--- src/hw/eth_tx_defines.svh ---
`ifndef ETH_TX_DEFINES_SVH
`define ETH_TX_DEFINES_SVH

// Payload buffer entries, also the upstream credits after reset
// and the longest frame allowed
`define ETH_TX_BUFFER_DEPTH 64

// Credits held toward downstream after reset
`define ETH_TX_OUT_CREDITS 16

// FCS words waiting in the appender
`define ETH_TX_FCS_QUEUE_DEPTH 4

// Minimum idle cycles between input frames
`define ETH_TX_FRAME_GAP 8

`endif

--- src/hw/eth_tx_pkg.sv ---
package eth_tx_pkg;

    // Payload or FCS byte
    typedef logic [7:0] byte_t;

    // CRC register and FCS word
    typedef logic [31:0] crc_t;

    // Downstream credit counter
    typedef logic [7:0] credit_count_t;

    // Buffer index plus wrap bit
    typedef logic [6:0] buffer_pointer_t;

    typedef enum logic [1:0] {
        S_IDLE,
        S_COMPUTE,
        S_FINISH
    } fcs_state_t;

    typedef enum logic {
        S_PAYLOAD,
        S_FCS
    } appender_state_t;

endpackage

--- src/hw/eth_tx_framer.sv ---
`timescale 1ns/1ps

module eth_tx_framer
    import eth_tx_pkg::*;
(
    input  logic  clock,
    input  logic  reset_n,
    input  byte_t in_data,
    input  logic  in_valid,
    input  logic  in_last,
    output logic  in_credit,
    input  logic  out_credit,
    output byte_t out_data,
    output logic  out_valid,
    output logic  out_last
);

    byte_t fcs_byte;
    logic  fcs_valid;
    byte_t buffer_data;
    logic  buffer_last;
    logic  buffer_empty;
    logic  buffer_pop;

    // CRC runs beside the buffer on the same input bytes
    frame_check_sequence_generator fcs_generator (
        .clock          (clock),
        .reset_n        (reset_n),
        .data           (in_data),
        .data_enable    (in_valid),
        .checksum       (fcs_byte),
        .checksum_valid (fcs_valid)
    );

    payload_buffer buffer (
        .clock     (clock),
        .reset_n   (reset_n),
        .data      (in_data),
        .valid     (in_valid),
        .last      (in_last),
        .pop       (buffer_pop),
        .head_data (buffer_data),
        .head_last (buffer_last),
        .empty     (buffer_empty),
        .credit    (in_credit)
    );

    fcs_appender appender (
        .clock      (clock),
        .reset_n    (reset_n),
        .fcs_byte   (fcs_byte),
        .fcs_valid  (fcs_valid),
        .head_data  (buffer_data),
        .head_last  (buffer_last),
        .empty      (buffer_empty),
        .pop        (buffer_pop),
        .out_credit (out_credit),
        .out_data   (out_data),
        .out_valid  (out_valid),
        .out_last   (out_last)
    );

endmodule

--- src/hw/fcs_appender.sv ---
`timescale 1ns/1ps

`include "eth_tx_defines.svh"

module fcs_appender
    import eth_tx_pkg::*;
(
    input  logic  clock,
    input  logic  reset_n,
    input  byte_t fcs_byte,
    input  logic  fcs_valid,
    input  byte_t head_data,
    input  logic  head_last,
    input  logic  empty,
    output logic  pop,
    input  logic  out_credit,
    output byte_t out_data,
    output logic  out_valid,
    output logic  out_last
);

    localparam int QUEUE_INDEX_WIDTH = $clog2(`ETH_TX_FCS_QUEUE_DEPTH);

    appender_state_t              state;
    credit_count_t                credits;
    crc_t                         fcs_queue [`ETH_TX_FCS_QUEUE_DEPTH];
    logic [QUEUE_INDEX_WIDTH:0]   queue_write_pointer;
    logic [QUEUE_INDEX_WIDTH:0]   queue_read_pointer;
    crc_t                         gather_word;
    logic [1:0]                   gather_count;
    logic [1:0]                   fcs_index;
    logic                         credit_available;
    logic                         fcs_ready;
    logic                         fcs_send;
    logic                         send;
    byte_t                        fcs_out_byte;

    ////////////////////////////////////////////////////////////////////////////
    // FCS gathering

    always_ff @(posedge clock) begin
        if (fcs_valid) begin
            gather_word <= {fcs_byte, gather_word[31:8]};
            if (gather_count == 2'd3) begin
                fcs_queue[queue_write_pointer[QUEUE_INDEX_WIDTH-1:0]] <=
                    {fcs_byte, gather_word[31:8]};
            end
        end
    end

    always_comb begin
        credit_available = (credits != '0);
        fcs_ready        = (queue_write_pointer != queue_read_pointer);
        pop              = (state == S_PAYLOAD) && credit_available && !empty;
        fcs_send         = (state == S_FCS) && credit_available && fcs_ready;
        send             = pop || fcs_send;
        fcs_out_byte     = fcs_queue[queue_read_pointer[QUEUE_INDEX_WIDTH-1:0]]
                               [{fcs_index, 3'b000} +: 8];
    end

    ////////////////////////////////////////////////////////////////////////////
    // Send control and credits

    always_ff @(posedge clock) begin
        if (!reset_n) begin
            state               <= S_PAYLOAD;
            credits             <= credit_count_t'(`ETH_TX_OUT_CREDITS);
            queue_write_pointer <= '0;
            queue_read_pointer  <= '0;
            gather_count        <= 2'd0;
            fcs_index           <= 2'd0;
            out_valid           <= 1'b0;
            out_last            <= 1'b0;
        end else begin
            if (fcs_valid) begin
                gather_count <= gather_count + 2'd1;
                if (gather_count == 2'd3) begin
                    queue_write_pointer <= queue_write_pointer + 1'b1;
                end
            end

            case ({out_credit, send})
                2'b10:   credits <= credits + 1'b1;
                2'b01:   credits <= credits - 1'b1;
                default: credits <= credits;
            endcase

            out_valid <= send;
            out_last  <= fcs_send && (fcs_index == 2'd3);

            if (pop && head_last) begin
                state     <= S_FCS;
                fcs_index <= 2'd0;
            end
            if (fcs_send) begin
                fcs_index <= fcs_index + 2'd1;
                // Word done, release the queue entry
                if (fcs_index == 2'd3) begin
                    queue_read_pointer <= queue_read_pointer + 1'b1;
                    state              <= S_PAYLOAD;
                end
            end
        end
    end

    always_ff @(posedge clock) begin
        if (pop) begin
            out_data <= head_data;
        end else if (fcs_send) begin
            out_data <= fcs_out_byte;
        end
    end

endmodule

--- src/hw/frame_check_sequence_generator.sv ---
`timescale 1ns/1ps

module frame_check_sequence_generator
    import eth_tx_pkg::*;
(
    input  logic  clock,
    input  logic  reset_n,
    input  byte_t data,
    input  logic  data_enable,
    output byte_t checksum,
    output logic  checksum_valid
);

    localparam crc_t CRC_POLYNOMIAL = 32'h04C1_1DB7;
    localparam crc_t CRC_SEED       = 32'hFFFF_FFFF;

    fcs_state_t state;
    byte_t      data_reversed;
    byte_t      data_stage;
    logic       enable_stage;
    crc_t       crc;
    crc_t       crc_next;
    crc_t       fcs_word;
    crc_t       fcs_shift;
    logic [1:0] byte_counter;

    // Advance the normal-order CRC by one byte, MSB first
    function automatic crc_t crc_advance(input crc_t current, input byte_t value);
        crc_t result;
        logic feedback;
        result = current;
        for (int i = 7; i >= 0; i--) begin
            feedback = result[31] ^ value[i];
            result   = {result[30:0], 1'b0};
            if (feedback) begin
                result = result ^ CRC_POLYNOMIAL;
            end
        end
        return result;
    endfunction

    ////////////////////////////////////////////////////////////////////////////
    // Bit reversal in and out

    always_comb begin
        for (int i = 0; i < 8; i++) begin
            data_reversed[i] = data[7 - i];
        end
        crc_next = crc_advance(crc, data_stage);
        // Reflect and invert to get the wire order FCS
        for (int i = 0; i < 32; i++) begin
            fcs_word[i] = ~crc[31 - i];
        end
    end

    ////////////////////////////////////////////////////////////////////////////
    // Control

    always_ff @(posedge clock) begin
        if (!reset_n) begin
            state          <= S_IDLE;
            enable_stage   <= 1'b0;
            crc            <= CRC_SEED;
            byte_counter   <= 2'd0;
            checksum_valid <= 1'b0;
        end else begin
            enable_stage   <= data_enable;
            checksum_valid <= 1'b0;
            case (state)
                S_IDLE: begin
                    if (enable_stage) begin
                        crc   <= crc_next;
                        state <= S_COMPUTE;
                    end
                end
                S_COMPUTE: begin
                    if (enable_stage) begin
                        crc <= crc_next;
                    end else begin
                        // Byte 0 leaves on the way into FINISH
                        checksum_valid <= 1'b1;
                        byte_counter   <= 2'd1;
                        state          <= S_FINISH;
                    end
                end
                S_FINISH: begin
                    checksum_valid <= 1'b1;
                    byte_counter   <= byte_counter + 2'd1;
                    crc            <= CRC_SEED;
                    if (byte_counter == 2'd3) begin
                        state <= S_IDLE;
                    end
                end
                default: begin
                    state <= S_IDLE;
                end
            endcase
        end
    end

    ////////////////////////////////////////////////////////////////////////////
    // Datapath

    always_ff @(posedge clock) begin
        data_stage <= data_reversed;
        if (state == S_COMPUTE && !enable_stage) begin
            checksum  <= fcs_word[7:0];
            fcs_shift <= fcs_word >> 8;
        end else if (state == S_FINISH) begin
            checksum  <= fcs_shift[7:0];
            fcs_shift <= fcs_shift >> 8;
        end
    end

endmodule

--- src/hw/payload_buffer.sv ---
`timescale 1ns/1ps

`include "eth_tx_defines.svh"

module payload_buffer
    import eth_tx_pkg::*;
(
    input  logic  clock,
    input  logic  reset_n,
    input  byte_t data,
    input  logic  valid,
    input  logic  last,
    input  logic  pop,
    output byte_t head_data,
    output logic  head_last,
    output logic  empty,
    output logic  credit
);

    localparam int INDEX_WIDTH = $clog2(`ETH_TX_BUFFER_DEPTH);

    byte_t           data_memory [`ETH_TX_BUFFER_DEPTH];
    logic            last_memory [`ETH_TX_BUFFER_DEPTH];
    buffer_pointer_t write_pointer;
    buffer_pointer_t read_pointer;
    logic            pop_accepted;

    ////////////////////////////////////////////////////////////////////////////
    // Storage

    always_ff @(posedge clock) begin
        if (valid) begin
            data_memory[write_pointer[INDEX_WIDTH-1:0]] <= data;
            last_memory[write_pointer[INDEX_WIDTH-1:0]] <= last;
        end
    end

    ////////////////////////////////////////////////////////////////////////////
    // Pointers

    // No full check, upstream credits bound the fill level
    always_ff @(posedge clock) begin
        if (!reset_n) begin
            write_pointer <= '0;
            read_pointer  <= '0;
        end else begin
            if (valid) begin
                write_pointer <= write_pointer + 1'b1;
            end
            if (pop_accepted) begin
                read_pointer <= read_pointer + 1'b1;
            end
        end
    end

    // Head entry shows one cycle after its push
    assign head_data = data_memory[read_pointer[INDEX_WIDTH-1:0]];
    assign head_last = last_memory[read_pointer[INDEX_WIDTH-1:0]];

    // Equal pointers including wrap bit
    assign empty = (write_pointer == read_pointer);

    assign pop_accepted = pop && !empty;

    // Freed slot goes straight back upstream
    assign credit = pop_accepted;

endmodule

--- config.mk ---
export PLATFORM = sky130hd
export DESIGN_NAME = eth_tx_framer
export DESIGN_NICKNAME = d
export VERILOG_FILES = /design/src/hw/eth_tx_pkg.sv /design/src/hw/eth_tx_framer.sv /design/src/hw/fcs_appender.sv /design/src/hw/frame_check_sequence_generator.sv /design/src/hw/payload_buffer.sv
export VERILOG_INCLUDE_DIRS = /design/src /design/src/hw
export SDC_FILE = /design/constraint.sdc
export NUM_CORES = 1
export LEC_CHECK = 0
export BUFFER_PORTS_ARGS = -buffer_cell sky130_fd_sc_hd__clkbuf_2
export CORE_ASPECT_RATIO = 0.7
export CORE_MARGIN = 5
export CORE_UTILIZATION = 50
export DETAILED_ROUTE_END_ITERATION = 8
export PLACE_DENSITY = 0.65
export SYNTH_ARGS = -nofsm -noshare
export SYNTH_HDL_FRONTEND = slang
export SYNTH_SLANG_ARGS = --single-unit
--- constraint.sdc ---
create_clock -name clock -period 6.08 [get_ports clock]
set_input_delay 1.216 -clock clock [delete_from_list [all_inputs] [get_ports clock]]
set_output_delay 1.216 -clock clock [all_outputs]
set_load 0.03 [all_outputs]
==> summary.txt, run 1 <==
Setup path
  • CP Max Fanout: 21
  • Critical path's largest stage delay: 0.66 ns
  • Crit path buffers/inverters: 0
  • Crit-path cells: xor2_1 -> nor4_1 -> a211o_1 -> nand2_1 -> ha_1 -> xor2_1 -> ha_1 -> a21oi_1 -> and3b_1 -> a221oi_1 -> mux2i_1 -> a31oi_1 -> mux2i_1
  • Worst Setup Start Kind: flip-flop
  • Kind of critical path: reg -> reg
  • Arrival @ worst endpoint: 4.95 ns
  • CP Capture Type: flip-flop
  • WP data required: 6.64 ns
  • Worst path slowest cell: dfxtp_1
  • Worst R2R Setup Slack: 1.70 ns
  • Crit path max-delay family: compound AO/OA/AOI/OAI gates

STA
  • Max-slew violations: 0
  • Crit path time final: 4.38 ns
  • RSZ-0062 raised after global routing: no
  • Final WS setup: 1.70 ns
  • Clock Skews: 0.0318 ns
  • Worst slew pin tran: 1.26 ns
  • Sum Neg Setup Slack: 0 ns
  • Fin. Hold Viols: 0
  • Max Clock Freq: 0.228 GHz
  • Slew HR: 15.4%
  • Final period util: 72.1%
  • Setup Viol. Count Final: 0

Synthesis
  • Warning count from the yosys run: 0
  • Post-synth EDFFs: 768
  • Post-Syn Instances: 1795
  • Synthesized area: 33800 um2
  • Synth Area per Inst: 18.8 um2
  • Sequential element share of the synthesized area: 73.6%
  • Synth cell types: 57
  • Async S/R FF share, synth: 0%
  • Synth Flop Type: edfxtp_1
  • Seq cells post-synth: 857
  • Synthesized Nets: 1825

Cells and area
  • Commonest non-fill, non-tap cells in the layout: edfxtp_1 (768), mux4_2 (176), nor2_1 (108)
  • Layout cell share with drive strength beyond 1: 19.3%
  • Final Util: 55.9%
  • Most common cell after layout, fill and taps aside: edfxtp_1
  • Antenna cells: 0
  • P&R area growth vs syn: 10.5%
  • Fill cells: 5057
  • Final nets: 1858

CTS
  • Post-CTS setup buffer count: 0
  • Worst skew pair latency: 0.64 ns
  • Clock sinks: 857
  • Clock Tree Root: clkbuf_16
  • H-Tree Depth: 3
  • Maximum buffer depth of the clock tree: 3
  • CTS Hold Bufs: 0
  • CTS tree: yes
  • Worst-path clk slew: 0.06 ns
  • Cts repair resizes: 0
  • Num CTS Buffers: 81

Pwr
  • Clk network pwr share: 31.6%
  • Net switching fraction of the power: 28.5%
  • Seq pwr share: 46.4%
  • Pleak: 11.7 nW
  • PwrDens: 416 nW/um2
  • Worst IR Drop VDD: 299 uV
  • Int Pwr: 11.1 mW
  • P_sw: 4.41 mW
  • Comb power frac: 22.0%

GRT
  • First-pass GRT wire length: 107000 um
  • Largest net degree at the start of global routing: 105
  • Vias in the first global route: 16200
  • Initial antenna violation count: 0
  • GRT Residual Overflow: 0
  • Aggregate global-route resource usage: 19.7%

Drt
  • DR pass1 iterations: 5
  • Routed WL: 71000 um
  • Via count: 16400
  • Final routed DRC violation total: 0
  • WL/cell: 25.5 um
  • Iter 0 DRT Violations: 1812
  • Post-DRT Antenna Nets: 0
  • Via/cell ratio: 5.90

Place
  • IO Port Bufs: 23
  • Hpwl dp: 42900 um
  • RD Place Congestion: 0.941
  • Place WS: 1.74 ns

Floorplan
  • Core Region: 66700 um2
  • Die area: 72900 um2
  • Site Rows: 79
  • Initial Util: 50.6%
  • Die W: 321 um
  • Io pins: 24
  • Die height: 227 um

Status
  • Outcome: completed

Flow run
  • Max cap viols: 0

Hold path
  • Worst Hold Class: reg -> reg
-- worst paths after layout --
kind / start / to / depth (start not counted)
hold reg to reg: appender.gather_word[11]$_DFFE_PP_ / appender.fcs_queue[1][3]$_DFFE_PP_ / 0
setup / recovery: buffer.write_pointer[2]$_SDFFE_PN0P_ / appender.credits[6]$_SDFFE_PN0P_ / 13
hold / removal: appender.gather_word[11]$_DFFE_PP_ / appender.fcs_queue[1][3]$_DFFE_PP_ / 0
setup reg to reg: buffer.write_pointer[2]$_SDFFE_PN0P_ / appender.credits[6]$_SDFFE_PN0P_ / 13
-- registers in the layout (all words and copies together) (netlist names), 24 cells and up, named ones only --
signal / flops
fcs_generator.crc: 32
fcs_generator.fcs_shift: 24
appender.fcs_queue: 128
buffer.last_memory: 64
appender.gather_word: 24
buffer.data_memory: 512
-- metal layers --
layer  part of all wire, %  up-vias  track usage (%)  wire length (um)
li1                      -     7208                -                 -
met1                    47     8528             31.9             33400
met2                    42      590             27.4             30200
met3                   8.3      114             4.43              5900
met4                   1.9        2             4.26              1370
met5                  0.16        -             1.14               117
-- logic make-up after synthesis --
group           after synthesis  share of synthesized area [%]
mux                         265                           14.4
xor+xnor                    104                           3.09
compound gates              150                           2.92
fa+ha+maj                    17                          0.630
flops                       857                           73.6
buf+inv                     111                           1.54
simple gates                291                           3.86
-- synthesized netlist by cell type, drive strengths merged, types with 3 or more instances --
cell type / instances / area (um2)
o22ai: 33 / 206
clkbuf: 50 / 188
mux4: 176 / 3960
buf: 48 / 283
and3: 8 / 50.1
a21oi: 15 / 75.1
xor2: 44 / 427
dfxtp: 89 / 1780
nand2b: 4 / 25.0
nor2b: 8 / 50.1
nand3: 22 / 110
mux2i: 89 / 891
o211ai: 7 / 52.6
nor3: 6 / 30.0
xnor2: 60 / 616
and2: 5 / 31.3
o21ai: 34 / 170
nor2: 108 / 405
or3: 6 / 37.5
a22oi: 37 / 278
nand2: 96 / 360
nand3b: 4 / 30.0
ha: 17 / 213
nor3b: 3 / 27.5
edfxtp: 768 / 23100
a21boi: 3 / 22.5
inv: 12 / 45.0
nand4: 13 / 81.3
-- power by group through the flow --
stage | combinational (mW) | clock (mW) | sequential (mW)
final | 3.42 | 4.90 | 7.19
after global routing | 3.72 | 5.26 | 7.23
after CTS | 3.44 | 5.00 | 7.19
after detailed placement | 3.43 | 0 | 7.32
after global placement | 3.41 | 0 | 7.30
after floorplan | 2.61 | 0 | 7.20
-- cell type report --
cell class,count,area (um2),share of cell area (%)
Tap cell,891,1110,2.99
Timing Repair Buffer,48,328,0.878
Inverter,13,48.8,0.131
Multi-Input combinational cell,827,8410,22.5
Sequential cell,857,24900,66.6
Clock inverter,47,424,1.14
Clock buffer,102,2140,5.73
-- per-stage QoR --
stage	area (um2)	total power, mW	cells	hold slack, ns
global route	37300	16.2	2785	0.516
detailed placement	34800	10.7	2636	0.484
finish	37300	15.5	2785	0.497
floorplan	33800	9.81	1795	0.459
CTS	37300	15.6	2785	0.497
global placement	34800	10.7	2636	0.468
(Power assumes the default switching activity.)
==> inputs of run 2 (changes only) <==
ABC_AREA = 1   (was unset)
PLACE_DENSITY = 0.68   (was 0.65)
clock period = 3.8 ns   (was 6.08 ns; I/O delays follow)
==> summary.txt, run 2 <==
GRT
  • GRT Residual Overflow: 0
  • Vias in the first global route: 22100
  • First-pass GRT wire length: 131000 um
  • Largest net degree at the start of global routing: 144
  • Aggregate global-route resource usage: 22.4%
  • Initial antenna violation count: 0

Floorplan
  • Io pins: 24
  • Initial Util: 50.7%
  • Core Region: 68600 um2
  • Die height: 231 um
  • Site Rows: 80
  • Die W: 325 um
  • Die area: 75000 um2

Synthesis
  • Post-synth top cells: edfxtp_1 (768), nor2_1 (440), o21ai_0 (357)
  • Async S/R FF share, synth: 0%
  • Ranking of synthesized cells by area: edfxtp_1 (66%), o21ai_0 (5.1%), dfxtp_1 (5.1%), nor2_1 (4.7%), o221ai_1 (3.1%)
  • Warning count from the yosys run: 0
  • Synth area leader: edfxtp_1
  • Seq cells post-synth: 857
  • Sequential element share of the synthesized area: 71.4%
  • Synthesized Nets: 2833
  • Synthesized area: 34800 um2
  • Synth Flop Type: edfxtp_1
  • Synth cell types: 47
  • Synth Area per Inst: 12.4 um2
  • Post-Syn Instances: 2803
  • Post-synth EDFFs: 768
  • Synth top area share: 66.3%
  • Most frequent cell after synthesis: edfxtp_1

STA
  • RSZ-0062 raised after global routing: no
  • Clock Skews: 0.0325 ns
  • Slew HR: 22.2%
  • Sum Neg Setup Slack: 0 ns
  • Crit path time final: 3.30 ns
  • Max Clock Freq: 0.303 GHz
  • Fin. Hold Viols: 0
  • Max-slew violations: 0
  • Worst slew pin tran: 1.17 ns
  • Setup Viol. Count Final: 0
  • Final period util: 86.8%

Place
  • Hpwl dp: 49900 um
  • IO Port Bufs: 23
  • RD Place Congestion: 0.864

CTS
  • Worst-path clk slew: 0.06 ns
  • Maximum buffer depth of the clock tree: 3
  • CTS Hold Bufs: 0
  • Num CTS Buffers: 83
  • CTS tree: yes
  • Clock Tree Root: clkbuf_16
  • Worst skew pair latency: 0.64 ns
  • Clock sinks: 857
  • H-Tree Depth: 3

Flow run
  • Max cap viols: 0

Setup path
  • Kind of critical path: reg -> out
  • Worst path slowest cell: dfxtp_1
  • WP data required: 3.04 ns
  • Crit-path cells: inv_1 -> nand2_1 -> nand4_1 -> nor2_1 -> nand2_1 -> nand2_1 -> buf_4 -> inv_1 -> clkbuf_2
  • Worst Setup Start Kind: flip-flop
  • Cell repeated most along the worst path: nand2_1
  • Arrival @ worst endpoint: 2.54 ns
  • CP Capture Type: primary output
  • CP Max Fanout: 14
  • Critical path's largest stage delay: 0.49 ns

Drt
  • Final routed DRC violation total: 0
  • DR pass1 iterations: 5
  • Via/cell ratio: 5.97
  • Routed WL: 85200 um
  • Iter 0 DRT Violations: 2856
  • Via count: 22700
  • Post-DRT Antenna Nets: 0
  • WL/cell: 22.4 um

Cells and area
  • Antenna cells: 0
  • Fill cells: 5304
  • Layout cell share with drive strength beyond 1: 9.42%
  • Largest register FFs: 512
  • Final nets: 2859
  • Final Util: 56.5%
  • Commonest non-fill, non-tap cells in the layout: edfxtp_1 (768), nor2_1 (436), o21ai_0 (357)
  • P&R area growth vs syn: 11.4%
  • Most common cell after layout, fill and taps aside: edfxtp_1

Pwr
  • Worst IR Drop VDD: 473 uV
  • Net switching fraction of the power: 32.0%
  • Seq pwr share: 43.7%
  • PwrDens: 678 nW/um2
  • Pleak: 13.1 nW
  • P_sw: 8.40 mW
  • Int Pwr: 17.9 mW
  • Clk network pwr share: 32.3%
  • Comb power frac: 24.0%

Hold path
  • Worst Hold Class: reg -> reg

Status
  • Outcome: completed
-- run 2: path summary, 6_finish.rpt --
| kind | start | endpoint | slack, ns | cells past startpoint |
|---|---|---|---|---|
| hold reg to reg | fcs_generator.byte_counter[1]$_SDFFE_PN0P_ | fcs_generator.byte_counter[1]$_SDFFE_PN0P_ | 0.48 | 2 |
| hold / removal | fcs_generator.byte_counter[1]$_SDFFE_PN0P_ | fcs_generator.byte_counter[1]$_SDFFE_PN0P_ | 0.48 | 2 |
| setup reg to reg | appender.queue_write_pointer[1]$_SDFFE_PN0P_ | appender.credits[6]$_SDFFE_PN0P_ | 0.51 | 18 |
| setup / recovery | buffer.write_pointer[2]$_SDFFE_PN0P_ | in_credit | 0.50 | 9 |
-- run 2: power by group through the flow --
stage | sequential (mW) | clock (mW) | combinational (mW)
detailed placement | 11.7 | 0 | 6.19
floorplan | 11.6 | 0 | 4.52
global placement | 11.6 | 0 | 6.07
global route | 11.5 | 8.99 | 6.99
finish | 11.5 | 8.49 | 6.31
CTS | 11.5 | 8.59 | 6.23
-- run 2: metal layers --
layer,vias to the layer above,GRT usage (%),part of all wire (%)
met5,-,0,0
met1,11100,34.3,44
met3,143,4.73,9.9
met4,0,5.75,2.3
li1,10300,-,-
met2,1135,32.8,43
-- run 2: kinds of logic (layout without fill, tap and decap cells) --
| kind of cell | Yosys count | count (layout) | share of synthesized area (%) |
|---|---|---|---|
| flops | 857 | 857 | 71.4 |
| buf+inv | 271 | 366 | 3.72 |
| simple gates | 923 | 923 | 10.8 |
| xor+xnor | 66 | 66 | 1.78 |
| mux | 19 | 19 | 0.547 |
| compound gates | 650 | 650 | 11.2 |
| fa+ha+maj | 17 | 17 | 0.611 |
-- run 2: layout make-up --
class,count,area (um2),area share [%]
Tap cell,902,1130,2.91
Multi-Input combinational cell,1675,8700,22.5
Sequential cell,857,24900,64.2
Clock inverter,57,623,1.61
Timing Repair Buffer,115,881,2.27
Clock buffer,97,2180,5.63
Inverter,97,377,0.972
-- run 2: timing repair --
item                                    in CTS  in global routing
resized for setup                            0                  1
buffers inserted                             0                  0
endpoints found under the setup margin       0                  1
-- run 2: through the flow --
stage	instances	worst slack [ns]	cell area (um2)	power [mW]	hold WS, ns
2_1_floorplan	2803	0.612	34800	16.1	0.438
3_3_place_gp	3646	0.510	35900	17.7	0.453
3_5_place_dp	3646	0.451	35900	17.9	0.471
4_1_cts	3800	0.430	38700	26.3	0.466
5_1_grt	3800	0.122	38700	27.5	0.503
6_report	3800	0.500	38700	26.3	0.475
-- run 2: critical path, delay by kind of cell, from the launching register on --
family,cells,cell delay (ns)
AND/OR/NAND/NOR,5,0.47
buffers and inverters,4,0.95
flip-flops,1,0.49
